$ cat src/rtl/cp_dist_pkg.sv
/*
 * control-plane distribution package
 * channel count, word and mode types, FSM states and settle bounds
 */
package cp_dist_pkg;

   // ------------------------------------------------------------------------
   // chain geometry
   // ------------------------------------------------------------------------
   localparam int unsigned NUM_CH = 4;   // channels on the daisy chain
   localparam int unsigned CW     = 8;   // control word width

   typedef logic [CW-1:0] cp_word_t;

   // slice i belongs to channel i
   typedef cp_word_t [NUM_CH-1:0] cp_taps_t;

   typedef struct packed {
      logic bypass;      // skip pipeline regs, taps go combinational
      logic double_en;   // shadow stage per hop, half rate enable
   } cp_mode_t;

   // ------------------------------------------------------------------------
   // control sequencer
   // ------------------------------------------------------------------------
   typedef enum logic [2:0] {
      ST_IDLE   = 3'd0,   // waiting for apply
      ST_CLEAR  = 3'd1,   // mode change, flush chain
      ST_LOAD   = 3'd2,   // restart settle count
      ST_SETTLE = 3'd3,   // wait for all taps
      ST_DONE   = 3'd4    // one cycle done pulse
   } cp_state_e;

   // ------------------------------------------------------------------------
   // settle bounds, in data_enable pulses
   // ------------------------------------------------------------------------
   // two stages per hop at full rate
   localparam int unsigned SETTLE_NORM = 2 * NUM_CH + 1;
   // primary plus shadow per stage
   localparam int unsigned SETTLE_DBL  = 4 * NUM_CH + 2;
   // nothing registered on the path
   localparam int unsigned SETTLE_BYP  = 1;

   localparam int unsigned CNT_W = 5;   // holds SETTLE_DBL

endpackage

$ cat src/rtl/cp_dist_cell.sv
/*
 * control-plane distribution cell
 * taps the word for its channel and forwards it down the chain,
 * master or distributed role, bypass and double width pipelines
 */
`timescale 1ns/100ps

module cp_dist_cell
   import cp_dist_pkg::*;
#(
   parameter bit IS_MASTER = 1'b0   // set on the chain head only
)
(
   input  logic     clk,
   input  logic     rst_n,
   input  logic     clr,           // sync flush from the FSM
   input  logic     data_enable,   // advance pipeline
   input  cp_word_t master_in,
   input  cp_word_t dist_in,       // from upstream cell
   input  cp_mode_t mode,
   output cp_word_t dist_out,      // to downstream cell
   output cp_word_t dist_tap       // this channel
);

   cp_word_t stg1_q;   // first stage, captures dist_in
   cp_word_t stg2_q;   // second stage, feeds the next hop
   cp_word_t shd1_q;   // shadow of stg1 for double mode
   cp_word_t shd2_q;   // shadow of stg2
   cp_word_t stg2_d;

   // ------------------------------------------------------------------------
   // second stage source
   // ------------------------------------------------------------------------
   always_comb
   begin
      if (IS_MASTER)
      begin
         stg2_d = master_in;   // head of chain restarts from master
      end
      else if (mode.double_en)
      begin
         stg2_d = shd1_q;      // extra hop delay
      end
      else
      begin
         stg2_d = stg1_q;
      end
   end

   always_ff @(posedge clk)
   begin
      if (!rst_n || clr)
      begin
         stg1_q <= '0;
         stg2_q <= '0;
         shd1_q <= '0;
         shd2_q <= '0;
      end
      else if (data_enable)
      begin
         stg1_q <= dist_in;
         stg2_q <= stg2_d;
         shd1_q <= stg1_q;     // shadows trail by one enable
         shd2_q <= stg2_q;
      end
   end

   // ------------------------------------------------------------------------
   // output select
   // ------------------------------------------------------------------------
   always_comb
   begin
      if (mode.bypass)
      begin
         dist_tap = dist_in;                            // straight through
         dist_out = IS_MASTER ? master_in : dist_in;
      end
      else if (mode.double_en)
      begin
         dist_tap = shd1_q;
         dist_out = shd2_q;
      end
      else
      begin
         dist_tap = stg1_q;
         dist_out = stg2_q;
      end
   end

   // pipeline frozen between enables
   a_frozen_without_enable : assert property (
      @(posedge clk) disable iff (!rst_n)
      (!data_enable && !clr) |=> $stable({stg1_q, stg2_q, shd1_q, shd2_q})
   );

endmodule

$ cat src/rtl/cp_dist_chain.sv
/*
 * control-plane distribution chain
 * NUM_CH cells in a daisy chain, channel 0 is the master
 */
`timescale 1ns/100ps

module cp_dist_chain
   import cp_dist_pkg::*;
(
   input  logic     clk,
   input  logic     rst_n,
   input  logic     clr,
   input  logic     data_enable,
   input  cp_word_t master_word,
   input  cp_mode_t mode,
   output cp_taps_t taps
);

   // link[i] is what cell i sees on dist_in
   cp_word_t link [NUM_CH];

   assign link[0] = master_word;   // head takes master on both inputs

   for (genvar i = 0; i < NUM_CH; i++)
   begin : g_cell
      if (i < NUM_CH - 1)
      begin : g_mid
         cp_dist_cell #(
            .IS_MASTER (i == 0)
         ) u_cell (
            .clk         (clk),
            .rst_n       (rst_n),
            .clr         (clr),
            .data_enable (data_enable),
            .master_in   (master_word),
            .dist_in     (link[i]),
            .mode        (mode),
            .dist_out    (link[i+1]),   // on to next channel
            .dist_tap    (taps[i])
         );
      end
      else
      begin : g_last
         cp_dist_cell #(
            .IS_MASTER (i == 0)
         ) u_cell (
            .clk         (clk),
            .rst_n       (rst_n),
            .clr         (clr),
            .data_enable (data_enable),
            .master_in   (master_word),
            .dist_in     (link[i]),
            .mode        (mode),
            .dist_out    (),            // end of chain
            .dist_tap    (taps[i])
         );
      end
   end

endmodule

$ cat src/rtl/cp_dist_ctrl_fsm.sv
/*
 * distribution control FSM
 * sequences apply, chain clear, load, settle and the done pulse
 */
`timescale 1ns/100ps

module cp_dist_ctrl_fsm
   import cp_dist_pkg::*;
(
   input  logic clk,
   input  logic rst_n,
   input  logic apply,          // ignored outside idle
   input  logic mode_changed,   // sampled with apply
   input  logic settled,
   output logic clr,
   output logic settle_start,
   output logic busy,
   output logic done
);

   cp_state_e state_q;
   cp_state_e state_d;

   always_ff @(posedge clk)
   begin
      if (!rst_n)
      begin
         state_q <= ST_IDLE;
      end
      else
      begin
         state_q <= state_d;
      end
   end

   // ------------------------------------------------------------------------
   // next state
   // ------------------------------------------------------------------------
   always_comb
   begin
      state_d = state_q;
      case (state_q)
         ST_IDLE:
         begin
            if (apply)
            begin
               // flush stale data only when the path shape changes
               state_d = mode_changed ? ST_CLEAR : ST_LOAD;
            end
         end
         ST_CLEAR:
         begin
            state_d = ST_LOAD;
         end
         ST_LOAD:
         begin
            state_d = ST_SETTLE;
         end
         ST_SETTLE:
         begin
            if (settled)
            begin
               state_d = ST_DONE;   // otherwise sit here
            end
         end
         ST_DONE:
         begin
            state_d = ST_IDLE;
         end
         default:
         begin
            state_d = ST_IDLE;
         end
      endcase
   end

   // outputs straight from state
   assign clr          = (state_q == ST_CLEAR);
   assign settle_start = (state_q == ST_LOAD);
   assign busy         = (state_q != ST_IDLE);
   assign done         = (state_q == ST_DONE);

   a_done_one_cycle : assert property (
      @(posedge clk) disable iff (!rst_n)
      done |=> !done
   );

   // timer restarts its count on load so done never rides a stale settle
   a_settle_restart : assert property (
      @(posedge clk) disable iff (!rst_n)
      settle_start |=> !settled
   );

endmodule

$ cat src/rtl/cp_dist_timer.sv
/*
 * distribution rate timer
 * full or half rate data enable, paused by hold, and settle counter
 */
`timescale 1ns/100ps

module cp_dist_timer
   import cp_dist_pkg::*;
(
   input  logic     clk,
   input  logic     rst_n,
   input  logic     clr,
   input  logic     hold,
   input  cp_mode_t mode,
   input  logic     settle_start,
   output logic     data_enable,
   output logic     settled
);

   logic             run_q;       // armed by first clear or load
   logic             phase_q;     // 0 = enable slot in double mode
   logic             half_rate;
   logic [CNT_W-1:0] cnt_q;       // enables since settle_start
   logic [CNT_W-1:0] target;

   assign half_rate = mode.double_en & ~mode.bypass;   // bypass wins, as in the cell

   // ------------------------------------------------------------------------
   // rate enable
   // ------------------------------------------------------------------------
   always_ff @(posedge clk)
   begin
      if (!rst_n)
      begin
         run_q <= 1'b0;
      end
      else if (clr || settle_start)
      begin
         run_q <= 1'b1;
      end
   end

   always_ff @(posedge clk)
   begin
      if (!rst_n || clr)
      begin
         phase_q <= 1'b0;          // first slot right after clear
      end
      else if (run_q && !hold)
      begin
         phase_q <= ~phase_q;      // phase pauses with hold
      end
   end

   assign data_enable = run_q & ~hold & (~half_rate | ~phase_q);

   // ------------------------------------------------------------------------
   // settle count
   // ------------------------------------------------------------------------
   always_comb
   begin
      if (mode.bypass)
      begin
         target = CNT_W'(SETTLE_BYP);
      end
      else if (mode.double_en)
      begin
         target = CNT_W'(SETTLE_DBL);
      end
      else
      begin
         target = CNT_W'(SETTLE_NORM);
      end
   end

   always_ff @(posedge clk)
   begin
      if (!rst_n || clr || settle_start)
      begin
         cnt_q <= '0;
      end
      else if (data_enable && (cnt_q < target))
      begin
         cnt_q <= cnt_q + 1'b1;   // saturates at target
      end
   end

   assign settled = (cnt_q == target);

   a_no_enable_in_hold : assert property (
      @(posedge clk) disable iff (!rst_n)
      hold |-> !data_enable
   );

   // double mode never fires back to back
   a_half_rate_spacing : assert property (
      @(posedge clk) disable iff (!rst_n || clr)
      (data_enable && half_rate) |=> !data_enable
   );

endmodule

$ cat src/rtl/cp_dist_top.sv
/*
 * control-plane distribution top
 * word and mode registers, control FSM, rate timer and cell chain
 */
`timescale 1ns/100ps

module cp_dist_top
   import cp_dist_pkg::*;
(
   input  logic     clk,
   input  logic     rst_n,
   input  logic     apply,     // one cycle strobe
   input  cp_word_t word_in,
   input  cp_mode_t mode_in,
   input  logic     hold,      // freeze distribution
   output cp_taps_t taps,
   output logic     busy,
   output logic     done
);

   cp_word_t word_q;         // master word
   cp_mode_t mode_q;         // active mode
   logic     take;           // accepted apply
   logic     mode_changed;
   logic     clr;
   logic     settle_start;
   logic     data_enable;
   logic     settled;

   assign take         = apply & ~busy;
   assign mode_changed = (mode_in != mode_q);

   always_ff @(posedge clk)
   begin
      if (!rst_n)
      begin
         mode_q <= '0;       // normal mode
      end
      else if (take)
      begin
         mode_q <= mode_in;
      end
   end

   always_ff @(posedge clk)
   begin
      if (take)
      begin
         word_q <= word_in;
      end
   end

   cp_dist_ctrl_fsm u_ctrl_fsm (
      .clk          (clk),
      .rst_n        (rst_n),
      .apply        (apply),
      .mode_changed (mode_changed),
      .settled      (settled),
      .clr          (clr),
      .settle_start (settle_start),
      .busy         (busy),
      .done         (done)
   );

   cp_dist_timer u_timer (
      .clk          (clk),
      .rst_n        (rst_n),
      .clr          (clr),
      .hold         (hold),
      .mode         (mode_q),
      .settle_start (settle_start),
      .data_enable  (data_enable),
      .settled      (settled)
   );

   cp_dist_chain u_chain (
      .clk          (clk),
      .rst_n        (rst_n),
      .clr          (clr),
      .data_enable  (data_enable),
      .master_word  (word_q),
      .mode         (mode_q),
      .taps         (taps)
   );

endmodule

$ cat config.mk
export PLATFORM = sky130hd
export DESIGN_NAME = cp_dist_top
export DESIGN_NICKNAME = d
export VERILOG_FILES = /design/src/rtl/cp_dist_pkg.sv /design/src/rtl/cp_dist_cell.sv /design/src/rtl/cp_dist_chain.sv /design/src/rtl/cp_dist_ctrl_fsm.sv /design/src/rtl/cp_dist_timer.sv /design/src/rtl/cp_dist_top.sv
export SDC_FILE = /design/constraint.sdc
export NUM_CORES = 1
export LEC_CHECK = 0
export BUFFER_PORTS_ARGS = -buffer_cell sky130_fd_sc_hd__buf_4
export CORE_AREA = 2 2 84 127
export CTS_BUF_LIST = sky130_fd_sc_hd__clkbuf_8 sky130_fd_sc_hd__clkbuf_16
export CTS_CLUSTER_SIZE = 8
export DETAILED_ROUTE_END_ITERATION = 8
export DIE_AREA = 0 0 86 129
export PLACE_DENSITY_LB_ADDON = 0.1
export SLEW_MARGIN = 20
export SYNTH_ARGS = -nofsm -noshare
export SYNTH_HDL_FRONTEND = slang
export SYNTH_SLANG_ARGS = --single-unit
$ cat constraint.sdc
create_clock -name clk -period 2.3 [get_ports clk]
set_input_delay 0.115 -clock clk [delete_from_list [all_inputs] [get_ports clk]]
set_output_delay 0.115 -clock clk [all_outputs]
set_load 0.01 [all_outputs]
==> flow_summary.json <==
{
  "path_delay_family": "buffers and inverters",
  "post-cts-setup-buffers": 0,
  "worst_pin_slew_ns": 0.5689,
  "worstSetupStartpointType": "flop",
  "vdd_drop_max_uv": 575.5,
  "start_util": 0.5210,
  "synth.area.top_cells": "dfxtp_1 (42%), nand2_1 (12%), a21oi_1 (11%), mux2i_1 (9.4%), edfxtp_1 (4.6%)",
  "ys.flop_type": "dfxtp_1",
  "wl_per_cell_um": 15.65,
  "critical_path_class": "reg -> out",
  "p_int_mw": 4.198,
  "reg2reg_from": "mode_q[0]",
  "fillers": 887,
  "worstHoldPathCells": 3,
  "die_h_um": 129,
  "synth_seq_area_share": 0.4627,
  "dieArea_um2": 11090,
  "port_buffers": 47,
  "grt_use_total": 0.2285,
  "reg2reg_to": "u_timer.cnt_q[3]",
  "drive_above_1_share": 0.1595,
  "drc_errors": 0,
  "area_growth_pct": 21.01,
  "cts_resized": 0,
  "ant_nets": 0,
  "pwr-share-comb": 0.139,
  "cts_tree": "yes",
  "pwr-share-seq": 0.390,
  "switchingPower_mw": 1.430,
  "holdWs_ns": 0.07672,
  "path_buf_inv": 2,
  "min-delay-start": "rst_n",
  "power_density_nw_per_um2": 895.6,
  "drt_iter0_drc": 303,
  "synth-seq-cells": 116,
  "antenna_found_initial": 0,
  "cts_sinks": 116,
  "wl_um": 12330,
  "cts_buffers": 17,
  "hold_path_end": "mode_q[0]",
  "swShare": 0.2541,
  "cp_slowest_stage_delay_ns": 0.45,
  "yosys.cell_types.count": 43,
  "final_core_util": 0.6305,
  "first_pass_iters": 4,
  "min_period_over_period": 0.9063,
  "routed_via_density": 5.570,
  "rsz0062_at_grt": "false",
  "clkTransAtPathRegs_ns": 0.05,
  "grt_pass1_wl_um": 19870,
  "setup_violations": 0,
  "cp_max_fo": 27,
  "reg2reg_depth": 6,
  "nNetsFinal": 677,
  "gr-total-overflow": 0,
  "maxCapViolCount": 0,
  "syn_avg_cell_area_um2": 8.416,
  "crit_required_ns": 2.18,
  "grt_pass1_vias": 4098,
  "yosysMostFrequentCell": "nand2_1",
  "r2r_slack_ns": 0.22,
  "synthCells": 617,
  "ys_warn_count": 0,
  "synthTopCellsByCount": "nand2_1 (169), a21oi_1 (117), dfxtp_1 (108)",
  "postCtsHoldBufs": 11,
  "async_flop_share": 0,
  "timing.final.hold_violations": 0,
  "setup.worst_path.start": "mode_q[0]",
  "status": "completed",
  "cts_root_buf": "clkbuf_16",
  "synth_nets": 636,
  "dp_hpwl_um": 7749,
  "fin_worst_skew_ns": 0.006220,
  "finalSetupTns_ns": 0,
  "crit_arrival_ns": 1.97,
  "p_clk_frac": 0.471,
  "path_cells": "buf_4 -> mux2i_1 -> a21oi_1 -> buf_4",
  "synth-edff-count": 8,
  "place_congestion": 0.7668,
  "syn-cell-area_um2": 5192,
  "synth_top_cell_by_area": "dfxtp_1",
  "clk_latency_ns": 0.40,
  "synth.top_cell.area_share": 0.4164,
  "num_vias": 4389,
  "slew_headroom": 0.6207,
  "hold_class": "in -> reg",
  "cts_htree_levels": 4,
  "grt_max_degree": 98,
  "num_rows": 45,
  "fmax_mhz": 479.8,
  "end_kind": "output port",
  "cpMostUsedCell": "buf_4",
  "p_leak_nw": 2.248,
  "core_um2": 9966,
  "slowest_stage": "buf_4",
  "drv_slew": 0,
  "cts_buffer_depth": 2,
  "diodes": 0,
  "die_x_um": 86,
  "power.total_mw": 5.628,
  "io_pins": 48,
  "finalCriticalPeriod_ns": 2.084
}
==> cell usage in the layout (no fill, tap or decap), drive strengths merged, types with 2 or more instances in the layout <==
cell type,instances
buf,57
nor2,25
edfxtp,8
bufinv,4
a211oi,16
dfxtp,108
nor3,2
a21oi,117
clkbuf,17
inv,8
mux2i,49
nand3,18
nand2b,8
dlygate4sd3,11
or4,5
clkinv,7
o211ai,4
o21ai,3
nand2,169
ha,5
clkinvlp,2
xnor2,3
nor2b,9
o31ai,2
==> power groups by stage <==
stage | registers [mW] | clock network [mW] | logic, mW
floorplan | 2.20 | 0 | 0.554
global placement | 2.23 | 0 | 0.756
detailed placement | 2.23 | 0 | 0.767
CTS | 2.19 | 2.69 | 0.784
global route | 2.21 | 2.79 | 0.852
finish | 2.20 | 2.65 | 0.781
==> cell families (layout without fill, tap and decap cells) <==
family,after synthesis,in the layout,synth area share
XOR/XNOR,4,4,0.006748
multiplexers,49,49,0.09446
adder cells (fa/ha/maj),5,5,0.01205
buffers and inverters,52,106,0.04940
AO/OA/AOI/OAI,147,147,0.1735
AND/OR/NAND/NOR,244,244,0.2012
flip-flops,116,116,0.4626
==> flip-flops by register name (all words and copies together) (netlist names) <==
| signal | flops |
|---|---|
| u_timer.run_q | 1 |
| u_chain.g_cell.g_mid.u_cell.shd1_q | 24 |
| u_ctrl_fsm.state_q | 3 |
| u_chain.g_cell.g_mid.u_cell.stg2_q | 24 |
| u_chain.g_cell.g_last.u_cell.stg1_q | 8 |
| word_q | 8 |
| u_chain.g_cell.g_last.u_cell.shd1_q | 8 |
| mode_q | 2 |
| u_chain.g_cell.g_mid.u_cell.shd2_q | 16 |
| u_chain.g_cell.g_mid.u_cell.stg1_q | 16 |
| u_timer.cnt_q | 5 |
| u_timer.phase_q | 1 |
==> through the flow <==
stage	std cells	setup slack, ns	area [um^2]
after global routing	788	0.07829	6284
after CTS	788	0.1710	6284
after floorplan	617	0.007427	5207
after detailed placement	745	0.2387	5577
after global placement	745	0.3147	5577
final	788	0.2156	6284
==> worst max-delay path by stage <==
stage                             endpoint  slack, ns  cells past startpoint
after floorplan           u_timer.cnt_q[3]      0.007                      9
after global placement    u_timer.cnt_q[3]       0.31                      6
after detailed placement  u_timer.cnt_q[3]       0.24                      6
after CTS                         taps[11]       0.17                      4
after global routing              taps[11]       0.08                      4
final                             taps[11]       0.22                      4
==> worst reg2reg max path: cells and delay by family, from the launching register on <==
| family | cells | cell delay [ns] |
|---|---|---|
| AO/OA/AOI/OAI | 3 | 0.51 |
| adder cells (fa/ha/maj) | 1 | 0.32 |
| AND/OR/NAND/NOR | 2 | 0.82 |
| flip-flops | 1 | 0.36 |
==> layer usage <==
metal	routed length (um)	track usage
met1	5265	0.2713
met2	6173	0.3839
met3	572	0.06735
met4	319	0.09337
met5	0	0
==> final cells by class <==
cell class	count	area [um^2]	share of cell area
timing repair buffer	68	575.6	0.09160
inverter	6	22.52	0.003584
tap	117	146.4	0.02330
multi-input combinational	449	2539	0.4040
sequential	116	2404	0.3825
clock buffer	17	425.4	0.06770
clock inverter	15	171.4	0.02728
Power figures use the tool's default switching activity.
